File: src/source/dcache_pkg.sv
`default_nettype none

package dcache_pkg;

    // geometry
    localparam int ADDR_W   = 64;
    localparam int DATA_W   = 64;
    localparam int MASK_W   = DATA_W / 8;
    localparam int OFFSET_W = 3;
    localparam int INDEX_W  = 6;
    localparam int NUM_SETS = 1 << INDEX_W;
    localparam int TAG_W    = ADDR_W - INDEX_W - OFFSET_W;

    typedef logic [TAG_W-1:0]   tag_t;
    typedef logic [INDEX_W-1:0] index_t;

    // raw word for the memory bus, fields for the arrays
    typedef union packed {
        logic [ADDR_W-1:0] raw;
        struct packed {
            tag_t                tag;
            index_t              index;
            logic [OFFSET_W-1:0] offset;
        } f;
    } dcache_addr_t;

    typedef enum logic [2:0] {
        IDLE   = 3'd0,
        LOOKUP = 3'd1,
        HIT    = 3'd2,
        WBACK  = 3'd3,
        REFILL = 3'd4,
        FILL   = 3'd5,
        DONE   = 3'd6
    } ctrl_state_t;

endpackage

`default_nettype wire

File: src/source/dcache_lookup.sv
`timescale 1ns/1ps
`default_nettype none

module dcache_lookup import dcache_pkg::*; (
    input  logic               clk,
    input  logic               rst,
    input  logic               rd_i,
    input  logic               wr_i,
    input  dcache_addr_t       addr_i,
    input  logic [DATA_W-1:0]  wdata_i,
    input  logic [MASK_W-1:0]  mask_i,
    input  logic               accept_i,
    input  tag_t [1:0]         way_tag_i,
    input  logic [1:0]         way_valid_i,
    output logic               capture_o,
    output dcache_addr_t       req_addr_o,
    output logic [DATA_W-1:0]  req_wdata_o,
    output logic [MASK_W-1:0]  req_mask_o,
    output logic               req_store_o,
    output logic               hit_o,
    output logic               hit_way_o
);

    dcache_addr_t       req_addr_q;
    logic [DATA_W-1:0]  req_wdata_q;
    logic [MASK_W-1:0]  req_mask_q;
    logic               req_store_q;
    tag_t               req_tag;
    logic [1:0]         way_hit;

    // controller idle and a request present
    assign capture_o = accept_i && (rd_i || wr_i);

    always_ff @(posedge clk or negedge rst) begin
        if (!rst) begin
            req_store_q <= 1'b0;
        end else if (capture_o) begin
            req_store_q <= wr_i;
        end
    end

    // request payload
    always_ff @(posedge clk) begin
        if (capture_o) begin
            req_addr_q.raw <= addr_i.raw;
            req_wdata_q    <= wdata_i;
            req_mask_q     <= mask_i;
        end
    end

    assign req_tag = req_addr_q.f.tag;

    // arrays were read with the same index at the capture edge
    assign way_hit[0] = way_valid_i[0] && (way_tag_i[0] == req_tag);
    assign way_hit[1] = way_valid_i[1] && (way_tag_i[1] == req_tag);

    assign hit_o     = |way_hit;
    assign hit_way_o = way_hit[1];

    assign req_addr_o  = req_addr_q;
    assign req_wdata_o = req_wdata_q;
    assign req_mask_o  = req_mask_q;
    assign req_store_o = req_store_q;

    // one controller serves both directions
    a_rd_wr_excl: assert property (@(posedge clk) disable iff (!rst)
        !(rd_i && wr_i));

endmodule

`default_nettype wire

File: config.mk
export PLATFORM = sky130hd
export DESIGN_NAME = dcache_lookup
export DESIGN_NICKNAME = d
export VERILOG_FILES = /design/src/source/dcache_pkg.sv /design/src/source/dcache_lookup.sv
export SDC_FILE = /design/constraint.sdc
export NUM_CORES = 1
export LEC_CHECK = 0
export ABC_AREA = 1
export BUFFER_PORTS_ARGS = -buffer_cell sky130_fd_sc_hd__buf_2
export CAP_MARGIN = 20
export CORE_AREA = 2 2 152 154
export CTS_CLUSTER_SIZE = 12
export DETAILED_ROUTE_END_ITERATION = 7
export DIE_AREA = 0 0 154 156
export PLACE_DENSITY_LB_ADDON = 0.12
export SYNTH_ARGS = -nofsm -noshare
export SYNTH_HDL_FRONTEND = slang
export SYNTH_SLANG_ARGS = --single-unit
File: constraint.sdc
create_clock -name clk -period 21.5 [get_ports clk]
set_clock_uncertainty 0.2 [all_clocks]
set_input_delay 4.3 -clock clk [delete_from_list [all_inputs] [get_ports clk]]
set_output_delay 4.3 -clock clk [all_outputs]
set_load 0.03 [all_outputs]
==> reports/qor.csv, run 1 <==
stage;metric;value;unit
hold_path;Hold Path Sink;req_store_o;
critical_path;CP Cell Sequence;buf_2 > inv_1 > nand2_1 > a21oi_1 > nand2_1 > nor2_1 > nand2_1 > nor2_1 > nand2_1 > nand2_1 > buf_2;
cts;clk sinks;137;
critical_path;Worst Setup SP;way_tag_i[87];
sta;Final Cycle Share;47.6;%
critical_path;critical path type;input pin to output port;
synthesis;sequential cell area fraction in the yosys report;65.8;%
synthesis;Gate Count Post-Synth;688;
detailed_routing;DRT met1 WL;8550;µm
cts;CTS tree;done;
cells_and_area;Layout area overhead;47.1;%
detailed_routing;post-route ant nets;0;
synthesis;Most used DFF post-synth;edfxtp_1;
cts;cts hold-fix bufs;0;
global_route;vias in the first global route;5790;
critical_path;CP Launch Type;input pin;
pwr;PwrDens;86.9;mW/mm²
synthesis;ranking of synthesized cells by area;edfxtp_1 65%, nand2_1 18%, inv_1 7.9%;
synthesis;largest family of logic cells by synthesized area;simple AND/OR/NAND/NOR gates;
detailed_routing;post-DR wirelength/cell;16.3;µm
pwr;internal power;540;µW
detailed_routing;drt total wl;22900;µm
hold_path;min-delay src;req_store_o;
placed_design;Post-DP HPWL;18900;µm
synthesis;FF+latch count, synth;137;
sta;Least-Margin Pin Slew;0.952;ns
cts;Post-CTS Resized;0;
synthesis;Synth Area in Compound Gates;2.69;%
floorplanning;io pins;393;
detailed_routing;top sig layer;met5;
cts;Clk pin slew, worst setup/hold paths;0.07;ns
critical_path;top cell family by delay on the critical path;simple AND/OR/NAND/NOR gates;
flow_run;max-cap viol count;0;
cts;Skew-Pair Late Insertion Delay;0.42;ns
pwr;combinational fraction of design power;20.3;%
sta;min Tclk post-route;10.24;ns
pwr;leak pwr;0.00488;µW
synthesis;Post-synth top cells;293 x nand2_1, 136 x edfxtp_1, 132 x inv_1;
pwr;NetSw;258;µW
global_route;initial antenna violation count;6;
synthesis;mux share of post-synthesis cell area;0;%
critical_path;r2r endpoint;req_store_o;
floorplanning;Die X;154;µm
detailed_routing;drt first-iter violations;239;
detailed_routing;DR pass1 iterations;4;
critical_path;Critical Path Sink Type;output port;
cts;CTS Root Cell;clkbuf_16;
synthesis;post-synthesis adder-cell area fraction;0;%
detailed_routing;drt via density;4.06;
floorplanning;DIE HEIGHT;156;µm
pwr;Sequential Power Share;42.7;%
hold_path;Hold Crit Class;flop to flop;
sta;final hold violation count;0;
detailed_routing;met2 routed WL;11900;µm
detailed_routing;met3 wire len;2250;µm
floorplanning;die area;0.0240;mm²
pwr;clock power share;37.0;%
sta;unrepaired setup endpoints after global routing;no;
sta;Setup TNS;0;ns
cells_and_area;Nets;1354;
cts;clk buf depth;2;
global_route;global-route wire length before repair;33200;µm
synthesis;Mapped Avg Cell Area;9.07;µm²
sta;WHS;0.297;ns
synthesis;synth warn;0;
sta;Setup-failing EPs final;0;
cells_and_area;layout cells sized above 1;39.5;%
synthesis;number of synthesized flops with an enable pin;136;
placed_design;GPL Wtd Cong;0.781;
pwr;Worst VDD drop;0.0538;mV
global_route;total gr overflow;0;
critical_path;most frequent CP cell;nand2_1;
synthesis;Synth Area in Simple Gates;22.4;%
synthesis;count leader, synth;nand2_1;
sta;fmax;0.0977;GHz
synthesis;Cell Area, Synth;0.00624;mm²
critical_path;WP buf/inv;3;
placed_design;PortBufs;392;
sta;Max-slew headroom;36.5;%
critical_path;slowest CP cell;a21oi_1;
global_route;GR Util All Layers;18.9;%
synthesis;post-synth top area cell;edfxtp_1;
synthesis;syn nets;941;
critical_path;Critical Path RT;17.00;ns
floorplanning;Core Area;0.0224;mm²
synthesis;Synth async-reset ratio;0.730;%
synthesis;synth unique cells;15;
run_status;status;completed;
floorplanning;num rows;55;
cts;setup bufs post-CTS;0;
critical_path;R2R Path Start;req_store_o;
sta;max-slew violation count;0;
synthesis;Post-Synth XOR/XNOR Area;0.281;%
critical_path;crit-path max cell delay;0.47;ns
pwr;switching share of total power;32.3;%
detailed_routing;# DRC;0;
synthesis;Synth top area share;65.4;%
critical_path;R2R setup slack;20.67;ns
critical_path;crit path max fanout;2;
global_route;largest net degree at the start of global routing;72;
critical_path;R2R cell count;2;
critical_path;Data arrival, critical path;5.74;ns
floorplanning;initial core utilization;27.9;%
cts;H-tree levels;4;
cts;TritonCTS buffer count;17;
hold_path;Worst Hold Depth;2;
detailed_routing;vias after detailed routing;5707;
==> registers in the layout (all words and copies together) (netlist names) <==
name and count:
req_addr_o 64, req_mask_o 8, req_store_o 1, req_wdata_o 64
==> metrics by stage <==
| stage | util (%) | total power (µW) | instance area, µm² | setup slack [ns] | cells |
|---|---|---|---|---|---|
| floorplan | - | 448 | 6240 | 2.56 | 688 |
| global placement | 38.4 | 510 | 8590 | 11.22 | 1367 |
| detailed placement | 38.4 | 511 | 8590 | 11.21 | 1367 |
| CTS | 41.0 | 811 | 9170 | 11.21 | 1399 |
| global route | 41.0 | 835 | 9170 | 11.20 | 1400 |
| finish | 41.1 | 798 | 9180 | 11.26 | 1404 |
==> metal layers <==
metal  vias to the layer above  track usage, %
met1                      2500            19.9
met4                         4            4.85
met2                       231            34.9
met5                         -               0
li1                       2950               -
met3                        22            7.97
==> worst min-delay path: cells and delay by family, from the launching register on <==
family | cells | cell delay [ns]
and+or+nand+nor | 1 | 0.05
DFF | 1 | 0.35
AOI/OAI and AO/OA | 1 | 0.06
==> how the worst max path moves through the flow <==
stage	to	slack, ns	cells past startpoint
after floorplan	capture_o	2.56	2
after global placement	hit_o	11.22	11
after detailed placement	hit_o	11.21	11
after CTS	hit_o	11.21	11
after global routing	hit_o	11.20	11
final	hit_o	11.26	11
==> power groups by stage <==
stage	Clock (µW)	Sequential, µW	Combinational, µW
6_report	295	341	162
5_1_grt	312	345	178
4_1_cts	304	342	165
3_5_place_dp	0	347	164
3_3_place_gp	0	346	164
2_1_floorplan	0	407	40.7
==> area by class of cell <==
class	instances	area, µm²
Fill cell	2327	13200
Sequential cell	137	4110
Timing Repair Buffer	394	1980
Multi-Input combinational cell	405	1600
Inverter	146	548
Clock buffer	17	425
Tap cell	285	357
Clock inverter	15	159
Antenna cell	5	12.5
==> layout by cell type, fill, tap and decap left out, drive strengths merged, types with 2 or more instances in the layout <==
cell type  Yosys  final
inv          145    152
diode          0      5
buf            0    394
nand2        293    293
clkbuf         0     17
clkinv         1      7
a21oi          2      2
nor2          74     74
edfxtp       136    136
o21ai         30     30
nand4          2      2
xor2           2      2
==> logic make-up after synthesis <==
kind of cell | after synthesis
compound gates | 33
simple gates | 370
buf+inv | 146
xor+xnor | 2
flops | 137
Note: power is estimated with default switching activity, not from simulation.
==> run 2: changes to the inputs <==
--- a/config.mk
+++ b/config.mk
@@ -5,7 +5,7 @@
 export SDC_FILE = /design/constraint.sdc
 export NUM_CORES = 1
 export LEC_CHECK = 0
-export ABC_AREA = 1
+export ABC_AREA = 0
 export BUFFER_PORTS_ARGS = -buffer_cell sky130_fd_sc_hd__buf_2
 export CAP_MARGIN = 20
 export CORE_AREA = 2 2 152 154
==> constraint.sdc (replaced) <==
create_clock -name clk -period 8.75 [get_ports clk]
set_clock_uncertainty 0.2 [all_clocks]
set_input_delay 1.75 -clock clk [delete_from_list [all_inputs] [get_ports clk]]
set_output_delay 1.75 -clock clk [all_outputs]
set_load 0.03 [all_outputs]
==> reports/qor.csv, run 2 <==
stage;metric;value;unit
sta;unrepaired setup endpoints after global routing;no;
placed_design;GPL Wtd Cong;0.992;
detailed_routing;post-route ant nets;0;
cells_and_area;filler cell count;2221;
cts;clk buf depth;2;
synthesis;post-synth top area cell;edfxtp_1;
cells_and_area;layout cells sized above 1;58.8;%
synthesis;number of synthesized flops with an enable pin;136;
synthesis;Gate Count Post-Synth;303;
cells_and_area;most frequent cells in the layout;392 x buf_2, 136 x edfxtp_1, 99 x xnor2_1;
synthesis;Mapped Avg Cell Area;17.9;µm²
synthesis;Synth top area share;75.3;%
detailed_routing;post-DR wirelength/cell;19.0;µm
sta;final hold violation count;0;
cts;Post-CTS Resized;0;
run_status;status;completed;
pwr;Worst VDD drop;0.120;mV
placed_design;PortBufs;392;
cts;cts hold-fix bufs;0;
sta;Least-Margin Pin Slew;0.978;ns
global_route;global-route wire length before repair;27400;µm
detailed_routing;drt first-iter violations;171;
critical_path;critical path type;input pin to output port;
floorplanning;io pins;393;
critical_path;crit path max fanout;2;
synthesis;FF+latch count, synth;137;
detailed_routing;DR pass1 iterations;4;
synthesis;syn nets;556;
sta;min Tclk post-route;5.43;ns
synthesis;synth warn;0;
sta;Max-slew headroom;34.8;%
critical_path;CP Launch Type;input pin;
global_route;GR Layer Usage met2;29.5;%
sta;Setup TNS;0;ns
detailed_routing;drt via density;4.13;
floorplanning;DIE HEIGHT;156;µm
cells_and_area;Nets;968;
synthesis;count leader, synth;edfxtp_1;
cts;setup bufs post-CTS;0;
cells_and_area;Multi-input gate area;0.00129;mm²
sta;fmax;0.184;GHz
flow_run;max-cap viol count;0;
floorplanning;Die X;154;µm
cts;CTS tree;done;
placed_design;Post-DP HPWL;15900;µm
global_route;GR met3 Demand/Resource;6.67;%
detailed_routing;# DRC;0;
critical_path;Data arrival, critical path;3.48;ns
synthesis;Most used DFF post-synth;edfxtp_1;
cts;TritonCTS buffer count;17;
critical_path;crit-path max cell delay;0.37;ns
sta;Setup-failing EPs final;0;
synthesis;sequential cell area fraction in the yosys report;75.8;%
global_route;met1 Resource Use GR;15.5;%
cells_and_area;fin area;0.00833;mm²
critical_path;WP buf/inv;2;
sta;max-slew violation count;0;
critical_path;Worst path depth;7;
cts;Skew-Pair Late Insertion Delay;0.42;ns
cts;Clk pin slew, worst setup/hold paths;0.07;ns
global_route;total gr overflow;0;
detailed_routing;drt total wl;19300;µm
floorplanning;initial core utilization;24.2;%
cts;CTS Root Cell;clkbuf_16;
detailed_routing;vias after detailed routing;4190;
pwr;leak pwr;0.00349;µW
cells_and_area;final core utilization;37.2;%
synthesis;synth unique cells;22;
cells_and_area;commonest non-fill, non-tap cell in the layout;buf_2;
hold_path;Hold Crit Class;flop to flop;
synthesis;Cell Area, Synth;0.00542;mm²
critical_path;Critical Path Sink Type;output port;
cts;clk sinks;137;
hold_path;Worst Hold Depth;1;
pwr;PwrDens;222;mW/mm²
critical_path;top cell family by delay on the critical path;simple AND/OR/NAND/NOR gates;
global_route;GR Util All Layers;15.7;%
synthesis;Post-synth top cells;136 x edfxtp_1, 99 x xnor2_1, 26 x nand4_1;
critical_path;CP Cell Sequence;buf_2 > xnor2_1 > nand4_1 > nor4_2 > nand4_1 > o41ai_2 > buf_2;
floorplanning;num rows;55;
critical_path;Critical Path RT;6.80;ns
global_route;vias in the first global route;4651;
cts;H-tree levels;4;
cells_and_area;sequential cell area;0.00411;mm²
synthesis;Synth async-reset ratio;0.730;%
global_route;initial antenna violation count;4;
sta;Final Cycle Share;62.0;%
critical_path;R2R cell count;1;
floorplanning;die area;0.0240;mm²
global_route;largest net degree at the start of global routing;71;
cells_and_area;Layout area overhead;53.6;%
critical_path;slowest CP cell;nor4_2;
synthesis;ranking of synthesized cells by area;edfxtp_1 75%, xnor2_1 16%, nand4_1 3.0%;
placed_design;DP Area;0.00775;mm²
global_route;grt peak-use layer;met2;
pwr;Pwr Total;1850;µW
floorplanning;Core Area;0.0224;mm²
-- run 2: cell types whose count changed in the layout (fill, tap and decap cells not counted), moves of 4 or more --
| cell | previous run | this run |
|---|---|---|
| diode_2 | 5 | 1 |
| nand2b_1 | 0 | 4 |
| nor2b_1 | 1 | 6 |
| nor4_1 | 0 | 6 |
| o21ai_1 | 9 | 0 |
| nor2_1 | 73 | 1 |
| o21ai_0 | 20 | 0 |
| xnor2_1 | 0 | 99 |
| inv_1 | 132 | 8 |
| nand2_1 | 293 | 2 |
| inv_2 | 13 | 0 |
| nand4_1 | 2 | 26 |
-- run 2: per-layer routing --
metal,wire (µm),share of wire [%],up-vias
met5,46,0.24,-
met4,354,1.8,6
met3,1890,9.8,25
met2,10300,54,231
met1,6680,35,1952
li1,-,-,1976
-- run 2: cells by family (layout without fill, tap and decap cells) --
kind of cell,Yosys count,count (layout),synth area share [%]
other cells,0,1,0
compound gates,10,10,1.75
xor+xnor,99,99,16.0
flops,137,137,75.8
simple gates,49,49,5.91
buf+inv,8,433,0.554
-- run 2: final timing paths --
| path | startpoint | end | slack, ns |
|---|---|---|---|
| setup / recovery | way_tag_i[88] | hit_o | 3.32 |
| hold / removal | req_store_o | req_store_o | 0.30 |
| setup reg to reg | req_store_o | req_store_o | 7.87 |
| hold reg to reg | req_store_o | req_store_o | 0.30 |
| max in group asynchronous | rst | req_store_o | 7.38 |
| min in group asynchronous | rst | req_store_o | 0.89 |
-- run 2: power by group --
group | internal, µW | switching [µW] | leakage, µW | total [µW]
Sequential | 788 | 36.0 | 0.00132 | 824
Combinational | 122 | 206 | 0.00189 | 328
Clock | 379 | 317 | 0.000282 | 696
Total | 1290 | 559 | 0.00349 | 1850
-- run 2: through the flow --
| stage | instances | hold slack, ns | worst slack [ns] |
|---|---|---|---|
| after global routing | 1013 | 0.357 | 3.19 |
| after floorplan | 303 | 0.488 | 1.80 |
| after global placement | 981 | 0.288 | 3.33 |
| after detailed placement | 981 | 0.280 | 3.34 |
| after CTS | 1013 | 0.304 | 3.34 |
| final | 1014 | 0.303 | 3.32 |
-- run 2: cell type report --
cell class	count	area share, %
repair buffers	393	23.7
inverters	8	0.361
well taps	285	4.28
multi-input cells	158	15.5
clock buffers	17	5.11
clock inverters	15	1.73
diodes	1	0.0301
flip-flops and latches	137	49.3
