==> config.mk <==
export PLATFORM = sky130hd
export DESIGN_NAME = dcache_ctrl
export DESIGN_NICKNAME = d
export VERILOG_FILES = /design/src/source/dcache_pkg.sv /design/src/source/dcache_ctrl.sv
export SDC_FILE = /design/constraint.sdc
export NUM_CORES = 1
export LEC_CHECK = 0
export BUFFER_PORTS_ARGS = -buffer_cell sky130_fd_sc_hd__buf_2
export CAP_MARGIN = 20
export CORE_AREA = 4 4 282 284
export CTS_CLUSTER_DIAMETER = 150
export DETAILED_ROUTE_END_ITERATION = 8
export DIE_AREA = 0 0 286 288
export PLACE_DENSITY = 0.42
export SYNTH_ARGS = -nofsm -noshare
export SYNTH_HDL_FRONTEND = slang
export SYNTH_SLANG_ARGS = --single-unit
export TNS_END_PERCENT = 50
==> constraint.sdc <==
create_clock -name clk -period 10.6 [get_ports clk]
set_input_delay 0.53 -clock clk [delete_from_list [all_inputs] [get_ports clk]]
set_output_delay 0.53 -clock clk [all_outputs]
set_load 0.02 [all_outputs]
==> src/source/dcache_pkg.sv <==
`default_nettype none

package dcache_pkg;

    // geometry
    localparam int ADDR_W   = 64;
    localparam int DATA_W   = 64;
    localparam int MASK_W   = DATA_W / 8;
    localparam int OFFSET_W = 3;
    localparam int INDEX_W  = 6;
    localparam int NUM_SETS = 1 << INDEX_W;
    localparam int TAG_W    = ADDR_W - INDEX_W - OFFSET_W;

    typedef logic [TAG_W-1:0]   tag_t;
    typedef logic [INDEX_W-1:0] index_t;

    // raw word for the memory bus, fields for the arrays
    typedef union packed {
        logic [ADDR_W-1:0] raw;
        struct packed {
            tag_t                tag;
            index_t              index;
            logic [OFFSET_W-1:0] offset;
        } f;
    } dcache_addr_t;

    typedef enum logic [2:0] {
        IDLE   = 3'd0,
        LOOKUP = 3'd1,
        HIT    = 3'd2,
        WBACK  = 3'd3,
        REFILL = 3'd4,
        FILL   = 3'd5,
        DONE   = 3'd6
    } ctrl_state_t;

endpackage

`default_nettype wire

==> src/source/dcache_ctrl.sv <==
`timescale 1ns/1ps
`default_nettype none

module dcache_ctrl import dcache_pkg::*; (
    input  logic                    clk,
    input  logic                    rst,
    input  logic                    capture_i,
    input  dcache_addr_t            req_addr_i,
    input  logic [DATA_W-1:0]       req_wdata_i,
    input  logic [MASK_W-1:0]       req_mask_i,
    input  logic                    req_store_i,
    input  logic                    hit_i,
    input  logic                    hit_way_i,
    input  tag_t [1:0]              way_tag_i,
    input  logic [1:0]              way_valid_i,
    input  logic [1:0]              way_dirty_i,
    input  logic                    lru_way_i,
    input  logic [1:0][DATA_W-1:0]  way_data_i,
    input  logic                    mem_ok_i,
    input  logic [DATA_W-1:0]       mem_rdata_i,
    output logic                    accept_o,
    output logic                    tag_wr_en_o,
    output logic                    tag_wr_way_o,
    output logic                    set_dirty_o,
    output logic                    clr_dirty_o,
    output logic                    touch_o,
    output logic                    touch_way_o,
    output logic                    data_wr_way_o,
    output logic [MASK_W-1:0]       data_wr_be_o,
    output logic [DATA_W-1:0]       data_wr_data_o,
    output logic [DATA_W-1:0]       rdata_o,
    output logic                    done_o,
    output logic                    mem_rd_o,
    output logic                    mem_wr_o,
    output dcache_addr_t            mem_addr_o,
    output logic [DATA_W-1:0]       mem_wdata_o
);

    ctrl_state_t        state_q;
    ctrl_state_t        state_d;
    logic               victim_d;
    logic               victim_q;
    tag_t               vic_tag_q;
    logic [DATA_W-1:0]  vic_data_q;
    logic [DATA_W-1:0]  fill_q;
    logic [DATA_W-1:0]  fill_data;
    logic [DATA_W-1:0]  rdata_q;
    logic               line_way;
    dcache_addr_t       wb_addr;
    dcache_addr_t       fill_addr;

    function automatic logic [DATA_W-1:0] merge_bytes(
        input logic [DATA_W-1:0] old_w,
        input logic [DATA_W-1:0] new_w,
        input logic [MASK_W-1:0] be
    );
        logic [DATA_W-1:0] res;
        res = old_w;
        for (int b = 0; b < MASK_W; b++) begin
            if (be[b]) begin
                res[8*b +: 8] = new_w[8*b +: 8];
            end
        end
        return res;
    endfunction

    // empty way first, then the least recently used one
    always_comb begin
        if (!way_valid_i[0]) begin
            victim_d = 1'b0;
        end else if (!way_valid_i[1]) begin
            victim_d = 1'b1;
        end else begin
            victim_d = lru_way_i;
        end
    end

    always_comb begin
        state_d = state_q;
        case (state_q)
            IDLE:   if (capture_i) state_d = LOOKUP;
            LOOKUP: begin
                if (hit_i) begin
                    state_d = HIT;
                end else if (way_valid_i[victim_d] && way_dirty_i[victim_d]) begin
                    state_d = WBACK;
                end else begin
                    state_d = REFILL;
                end
            end
            HIT:    state_d = DONE;
            WBACK:  if (mem_ok_i) state_d = REFILL;
            REFILL: if (mem_ok_i) state_d = FILL;
            FILL:   state_d = DONE;
            // extra cycle keeps a held request from being taken twice
            DONE:   state_d = IDLE;
            default: state_d = IDLE;
        endcase
    end

    always_ff @(posedge clk or negedge rst) begin
        if (!rst) begin
            state_q <= IDLE;
        end else begin
            state_q <= state_d;
        end
    end

    // victim snapshot and refill word
    always_ff @(posedge clk) begin
        if (state_q == LOOKUP) begin
            victim_q   <= victim_d;
            vic_tag_q  <= way_tag_i[victim_d];
            vic_data_q <= way_data_i[victim_d];
        end
        if (state_q == REFILL && mem_ok_i) begin
            fill_q <= mem_rdata_i;
        end
        if (state_q == HIT) begin
            rdata_q <= way_data_i[hit_way_i];
        end else if (state_q == FILL) begin
            rdata_q <= fill_data;
        end
    end

    // refill word with the store bytes on top
    assign fill_data = req_store_i ? merge_bytes(fill_q, req_wdata_i, req_mask_i) : fill_q;

    assign line_way = (state_q == HIT) ? hit_way_i : victim_q;

    assign accept_o     = (state_q == IDLE);
    assign tag_wr_en_o  = (state_q == FILL);
    assign tag_wr_way_o = line_way;
    assign set_dirty_o  = req_store_i && ((state_q == HIT) || (state_q == FILL));
    // new line goes in clean unless a store lands in it
    assign clr_dirty_o  = !req_store_i && (state_q == FILL);
    assign touch_o      = (state_q == HIT) || (state_q == FILL);
    assign touch_way_o  = line_way;

    assign data_wr_way_o  = line_way;
    assign data_wr_be_o   = (state_q == FILL) ? '1 :
                            ((state_q == HIT) && req_store_i) ? req_mask_i : '0;
    assign data_wr_data_o = (state_q == HIT) ? req_wdata_i : fill_data;

    assign rdata_o = rdata_q;
    assign done_o  = (state_q == DONE);

    // write-back address comes from the victim tag, not the request
    always_comb begin
        wb_addr.raw        = '0;
        wb_addr.f.tag      = vic_tag_q;
        wb_addr.f.index    = req_addr_i.f.index;
        fill_addr.raw      = req_addr_i.raw;
        fill_addr.f.offset = '0;
    end

    assign mem_rd_o       = (state_q == REFILL);
    assign mem_wr_o       = (state_q == WBACK);
    assign mem_addr_o.raw = (state_q == WBACK) ? wb_addr.raw : fill_addr.raw;
    assign mem_wdata_o    = vic_data_q;

    // address held until memory answers
    a_mem_addr_stable: assert property (@(posedge clk) disable iff (!rst)
        ((mem_rd_o || mem_wr_o) && !mem_ok_i) |=> $stable(mem_addr_o.raw));

endmodule

`default_nettype wire

==> summary.md, run 1 <==
| Metric | Value |
|---|---|
| Status | finished clean |
| Period minus WS final | 3.955 ns |
| CTS resizes | 0 |
| Total CTS buffers | 35 |
| Relative slew slack | 39.40% |
| Top FF cell, synth | edfxtp_1 |
| First-pass GRT wire length | 78880 um |
| Sequential share of power | 37.1% |
| Max capacitance violation total | 0 |
| VDD IR max | 0.0001219 V |
| Crit Path Max Fanout | 40 |
| Synth top area share | 57.75% |
| Final Hold Vio Count | 0 |
| Max frequency | 0.2529 GHz |
| Reg clk slew, reported paths | 0.06 ns |
| Initial Util | 16.73% |
| GR Util met1 | 15.15% |
| Placer congestion estimate | 0.9158 |
| Initial DRC count | 430 |
| Sw frac | 37.10% |
| Reg-to-reg setup timing slack | 7.94 ns |
| Netlist cell types | 31 |
| GR Util met2 | 22.86% |
| Hold crit path type | primary input to flip-flop |
| P_leak | 0.007502 uW |
| Initial antenna violation count | 18 |
| Setup Fix Bufs, Post-CTS | 0 |
| Syn Inst Count | 951 |
| Cell Rows | 102 |
| Hold Path Origin | mem_rdata_i[33] |
| CTS HTree Levels | 2 |
| Sequential fraction of the synthesis area | 58.33% |
| Routed vias | 10.67k |
| Clock Latency Late Sink | 0.54 ns |
| Pin count of the biggest net entering global routing | 62 |
| Power Total | 4078 uW |
| Cell taking the most area after synthesis | edfxtp_1 |
| Remaining Overflow, GRT | 0 |
| Most numerous cell in the Yosys netlist | edfxtp_1 |
| DR DRC count | 0 |
| Clock buffer depth | 3 |
| Layout cells sized above 1 | 62.94% |
| Die W | 286 um |
| RSZ-0062 raised after global routing | no |
| Wire per inst | 21.30 um |
| Post-synthesis async set-or-reset flop share | 1.195% |
| Largest cells by area after synthesis | edfxtp_1 58%, mux2_2 21%, nand2_1 4.1% |
| Max-slew violations | 0 |
| CTS tree | done |
| Int Pwr | 2565 uW |
| Clock Skew | 0.01920 ns |
| CTS root buf | clkbuf_16 |
| Layout Area Growth over Synthesis | 44.37% |
| Final setup fails | 0 |
| Final WL | 57750 um |
| Multi-input combinational cell area | 4996 sq um |
| Die area | 82370 sq um |
| P_sw | 1513 uW |
| WP data arrival | 3.42 ns |
| CTS sink cnt | 251 |
| Number of global-route vias before repair | 11.22k |
| DP Wirelength | 44870 um |
| # IOs | 725 |
| Antenna viol nets, final | 0 |
| Core Footprint | 77080 sq um |
| IO Port Bufs | 706 |
| Fillcell total | 8385 |
| CP startpoint | state_q[2]$_DFFE_PN0P_ |
| Fin crit share | 37.31% |
| Register Area | 7522 sq um |
| Ys Warns | 0 |
| #FFs+latches synth | 251 |
| Syn avg cell area | 13.56 sq um |
| Via/cell ratio | 3.933 |
| Mapped Area | 12890 sq um |
| Met3 usage | 3.816% |
| Setup CP Type | flip-flop to output port |
| Drt first pass iters | 6 |
| Worst slew pin tran | 0.9091 ns |
| Most frequent cells after synthesis | 248 x edfxtp_1, 240 x mux2_2, 141 x nand2_1, 67 x nor2b_1, 64 x a31oi_1 |
| Overall global routing resource usage | 13.04% |
| Number of synthesized flops with an enable pin | 248 |
| Req. time, crit path | 10.07 ns |
| Layer with the highest usage | met2 |
| Critical path endpoint category | output port |
| Setup TNS | 0 ns |
| Clk pwr share | 27.9% |
| Worst setup SP type | flip-flop |
| Die Y | 288 um |
| Logic pwr share | 34.9% |
| Pwr dens | 219.1 nW/um^2 |
| Layout net count | 2090 |
| Crit Reg-Reg Startpoint | state_q[2]$_DFFE_PN0P_ |
## cell usage in the layout, fill, tap and decap left out, types with 4 or more instances in the layout
cell type	count
buf_2	705
edfxtp_1	248
mux2_2	240
nand2_1	139
nor2b_1	67
a31oi_1	64
a211oi_1	44
clkbuf_16	36
a211oi_2	20
buf_4	17
diode_2	10
nand2_4	9
and2_1	9
o21ai_0	9
inv_1	5
clkbuf_1	5
clkinv_1	5
nor2_1	4
clkinv_2	4
clkinv_4	4
## registers in the layout, summed over array words and instances, names as in the netlist
| signal | count |
|---|---|
| state_q | 3 |
| vic_tag_q | 55 |
| victim_q | 1 |
| fill_q | 64 |
| mem_wdata_o | 64 |
| rdata_o | 64 |
## what timing repair did
action | 4_1_cts | 5_1_grt
endpoints found under the hold margin | 3 | 0
endpoints found under the setup margin | 0 | 0
hold buffers | 1 | 0
## critical path: stages, from the launching register on
cell and delay (ns):
dfrtp_1 0.59, or3b_4 0.40, buf_4 0.49, buf_4 0.57
nand2_4 0.19, mux2_2 0.38, buf_2 0.18
## path summary, 6_finish.rpt
kind,endpoint,depth (start not counted)
max,data_wr_data_o[10],6
min,fill_q[33]$_DFFE_PP_,1
max reg2reg,rdata_o[23]$_DFFE_PP_,3
min reg2reg,rdata_o[48]$_DFFE_PP_,2
max in group asynchronous,state_q[1]$_DFFE_PN0P_,2
min in group asynchronous,state_q[2]$_DFFE_PN0P_,2
## power groups by stage
| stage | Combinational (uW) | Sequential [uW] | Clock (uW) |
|---|---|---|---|
| floorplan | 687 | 1710 | 0 |
| global placement | 1460 | 1530 | 0 |
| detailed placement | 1460 | 1540 | 0 |
| CTS | 1460 | 1520 | 1190 |
| global route | 1530 | 1540 | 1230 |
| finish | 1420 | 1510 | 1140 |
## cell type report
class                           instances  area share (%)
Sequential cell                       251           40.41
Multi-Input combinational cell        624           26.84
Timing Repair Buffer                  723           19.69
Tap cell                             1040           6.990
Clock buffer                           41           4.940
Clock inverter                         18          0.9006
Antenna cell                           10          0.1344
Inverter                                5          0.1008
## layer usage
| layer | wire length [um] | share of wire, % |
|---|---|---|
| met4 | 1751 | 3.0 |
| met2 | 28810 | 50 |
| met3 | 4608 | 8.0 |
| met1 | 22520 | 39 |
| met5 | 61 | 0.11 |
## stage by stage
stage | worst slack (ns) | util, % | instances | area (sq um) | hold WS, ns
floorplan | 4.410 | - | 953 | 12900 | 0.2344
global placement | 7.249 | 22.70 | 2642 | 17490 | 0.3275
detailed placement | 7.208 | 22.70 | 2642 | 17490 | 0.3318
CTS | 6.613 | 24.12 | 2702 | 18590 | 0.1152
global route | 6.495 | 24.15 | 2711 | 18610 | 0.1224
finish | 6.645 | 24.15 | 2712 | 18620 | 0.1676
## cell families (layout without fill, tap and decap cells)
kind of cell	count (synthesis)	after routing	share of synthesized area, %
DFF	251	251	58.33
AOI/OAI and AO/OA	144	144	8.383
muxes	241	241	21.04
and+or+nand+nor	236	236	8.956
buffers and inverters	78	787	3.260
other	1	13	0.02908
No activity file was read; power rests on OpenSTA's default activity.
==> inputs of run 2 (changes only) <==
--- a/config.mk
+++ b/config.mk
@@ -11,7 +11,7 @@
 export CTS_CLUSTER_DIAMETER = 150
 export DETAILED_ROUTE_END_ITERATION = 8
 export DIE_AREA = 0 0 286 288
-export PLACE_DENSITY = 0.42
+export PLACE_DENSITY = 0.44
 export SYNTH_ARGS = -nofsm -noshare
 export SYNTH_HDL_FRONTEND = slang
 export SYNTH_SLANG_ARGS = --single-unit
==> constraint.sdc (replaced) <==
create_clock -name clk -period 3.5 [get_ports clk]
set_input_delay 0.175 -clock clk [delete_from_list [all_inputs] [get_ports clk]]
set_output_delay 0.175 -clock clk [all_outputs]
set_load 0.02 [all_outputs]
==> run 2 against run 1 <==
  * Cell count increased by 12%
  * Critical path depth decreased by 1
  * Final area increased by 18%
  * First-iteration DRC count increased by 43%
  * Global-route usage increased by 0.61 points
  * Clock skew decreased by 0.0083 ns
  * Routed wire length increased by 4.2%
  * Sequential power increased to 3.0 times the previous value
  * Critical path type unchanged
==> summary.md, run 2 (same netlist as run 1, synthesis figures left out) <==
| Metric | Value |
|---|---|
| Status | finished clean |
| Max capacitance violation total | 0 (unchanged) |
| Most frequent cells in the layout | 705 x buf_2, 327 x dlygate4sd3_1, 248 x edfxtp_1, 240 x mux2_2, 139 x nand2_1 |
| CP peak stage delay | 0.56 ns (-0.03 ns) |
| CP Cell Sequence | or3b_4, buf_12, nand2_4, mux2_2, buf_2 |
| Setup CP Type | flip-flop to output port |
| Req. time, crit path | 3.32 ns (-6.75 ns) |
| Final WL | 60160 um (+4.2%) |
| Period minus WS final | 2.893 ns |
| Final Cell Area | 21990 sq um (+18%) |
| Layout net count | 2423 (+16%) |
| First-pass GRT wire length | 84110 um (+6.6%) |
| Dpl ws | 1.032 ns (-6.176 ns) |
| Routed vias | 12.12k (+14%) |
| Die area | 82370 sq um (unchanged) |
| Hold Slack | 0.03508 ns (-0.1325 ns) |
| Clock buffer depth | 3 (unchanged) |
| Fin crit share | 82.67% |
| Clk pwr share | 25.9% (-2.0 points) |
| VDD IR max | 0.0003651 V (+200%) |
| Number of global-route vias before repair | 13.05k (+16%) |
| Remaining Overflow, GRT | 0 (unchanged) |
| DP Wirelength | 44770 um (-0.22%) |
| Multi-input combinational cell area | 4996 sq um (unchanged) |
| Die Y | 288 um (unchanged) |
| Int Pwr | 8016 uW (+210%) |
| Wire per inst | 19.76 um (-7.2%) |
| Hold crit path type | primary input to async pin |
| Clock Skew | 0.01094 ns (-0.008263 ns) |
| Commonest non-fill, non-tap cell in the layout | buf_2 |
| Worst setup SP type | flip-flop |
| Layout cells sized above 1 | 52.36% (-11 points) |
| Reg-to-reg setup timing slack | 0.95 ns (-6.99 ns) |
| Fillcell total | 8125 (-3.1%) |
| Initial Util | 16.73% (unchanged) |
| Initial DRC count | 616 (+43%) |
| Power Total | 12630 uW (+210%) |
| Total CTS buffers | 35 (unchanged) |
| CTS sink cnt | 251 (unchanged) |
| Drt first pass iters | 5 (-1) |
| WP data arrival | 2.72 ns (-0.70 ns) |
| Register Area | 7522 sq um (unchanged) |
| Setup TNS | 0 ns (unchanged) |
| CP max-delay cell | or3b_4 |
| Final setup fails | 0 (unchanged) |
| RSZ-0062 raised after global routing | no |
| Final Hold Vio Count | 0 (unchanged) |
| P_sw | 4616 uW (+210%) |
| Core Footprint | 77080 sq um (unchanged) |
| Critical path endpoint category | output port |
| # IOs | 725 (unchanged) |
| Initial antenna violation count | 12 (-6) |
| Worst slew pin tran | 0.9047 ns (-0.004304 ns) |
| Via/cell ratio | 3.981 (+1.2%) |
| CTS resizes | 0 (unchanged) |
| Relative slew slack | 39.45% (+0.058 points) |
| Overall global routing resource usage | 13.65% (+0.61 points) |
| Reg2Reg Depth | 5 (+2) |
| Crit Reg-Reg Startpoint | state_q[2]$_DFFE_PN0P_ |
| CTS root buf | clkbuf_16 |
| CTS tree | done |
| CP startpoint | state_q[2]$_DFFE_PN0P_ |
| Cell Rows | 102 (unchanged) |
| Reg clk slew, reported paths | 0.05 ns (about the same) |
| Pin count of the biggest net entering global routing | 77 (+24%) |
| Pwr dens | 574.5 nW/um^2 (+160%) |
| Sequential share of power | 36.2% (-0.9 points) |
| Max-slew violations | 0 (unchanged) |
| Crit path capture | data_wr_data_o[33] |
| Die W | 286 um (unchanged) |
| Final critical-path setup slack | 0.6066 ns (-6.039 ns) |
| IO Port Bufs | 706 (unchanged) |
| Antenna viol nets, final | 0 (unchanged) |
| Clock Latency Late Sink | 0.53 ns (about the same) |
| RR Endpoint | rdata_o[62]$_DFFE_PP_ |
| Setup Fix Bufs, Post-CTS | 0 (unchanged) |
| CTS HTree Levels | 2 (unchanged) |
| DR DRC count | 0 (unchanged) |
| Crit Path Max Fanout | 76 (+90%) |
| Sw frac | 36.54% (-0.56 points) |
| Layout Area Growth over Synthesis | 70.51% |
| Placer congestion estimate | 0.9413 (+2.8%) |
| P_leak | 0.008900 uW (+19%) |
| Logic pwr share | 38.0% (+3.1 points) |
| DP Area | 17670 sq um (+1.0%) |
| Max frequency | 0.3456 GHz |
[run 2: cell count changes in the layout (fill, tap and decap cells not counted), sizes merged]
| cell | previous run | this run |
|---|---|---|
| dlygate4sd3 | 1 | 327 |
| buf | 722 | 729 |
| clkbuf | 41 | 45 |
| bufinv | 2 | 0 |
| clkinv | 14 | 12 |
| inv | 7 | 5 |
| clkinvlp | 0 | 1 |
| diode | 10 | 11 |
[run 2: power by group through the flow]
| stage | logic [uW] | clock network, uW | registers [uW] |
|---|---|---|---|
| floorplan | 2090 | 0 | 5130 |
| global placement | 4530 | 0 | 4610 |
| detailed placement | 4520 | 0 | 4630 |
| CTS | 4900 | 3420 | 4570 |
| global route | 5130 | 3530 | 4630 |
| finish | 4800 | 3270 | 4570 |
[run 2: worst max-delay path, delay by kind of cell (launching register included)]
family        cells  cell delay [ns]
mux               1             0.36
flops             1             0.53
simple gates      2             0.77
buf+inv           2             0.42
[run 2: stage by stage]
stage / util [%] / std cells
after floorplan: - / 953
after global placement: 22.93 / 2649
after detailed placement: 22.93 / 2649
after global routing: 28.50 / 3039
final: 28.52 / 3045
after CTS: 28.49 / 3034
[run 2: cell type report]
| type | instances | share of cell area (%) |
|---|---|---|
| Sequential cell | 251 | 34.21 |
| Antenna cell | 11 | 0.1252 |
| Multi-Input combinational cell | 624 | 22.72 |
| Tap cell | 1040 | 5.918 |
| Clock buffer | 45 | 4.348 |
| Clock inverter | 13 | 0.2675 |
| Timing Repair Buffer | 1056 | 32.32 |
| Inverter | 5 | 0.08536 |
[run 2: how the worst min path moves through the flow]
| stage | slack [ns] | startpoint | to |
|---|---|---|---|
| 2_1_floorplan | -0.12 | rst | state_q[0]$_DFFE_PN0P_ |
| 5_1_grt | 0.02 | req_wdata_i[25] | rdata_o[25]$_DFFE_PP_ |
| 3_3_place_gp | -0.03 | rst | state_q[0]$_DFFE_PN0P_ |
| 3_5_place_dp | -0.02 | rst | state_q[1]$_DFFE_PN0P_ |
| 4_1_cts | 0.00004 | rst | state_q[1]$_DFFE_PN0P_ |
| 6_report | 0.04 | rst | state_q[1]$_DFFE_PN0P_ |
[run 2: routing by layer]
layer	share of wire [%]	GRT usage [%]	up-vias	wire, um
met5	0	0	-	0
met1	39	15.45	5842	23280
met3	7.3	3.618	107	4365
li1	-	-	5657	-
met4	3.8	5.613	0	2294
met2	50	24.34	517	30220
[run 2: timing repair]
action                                 CTS  global route
setup endpoints to repair                0             0
endpoints found under the hold margin  209             0
hold buffers                           327             0
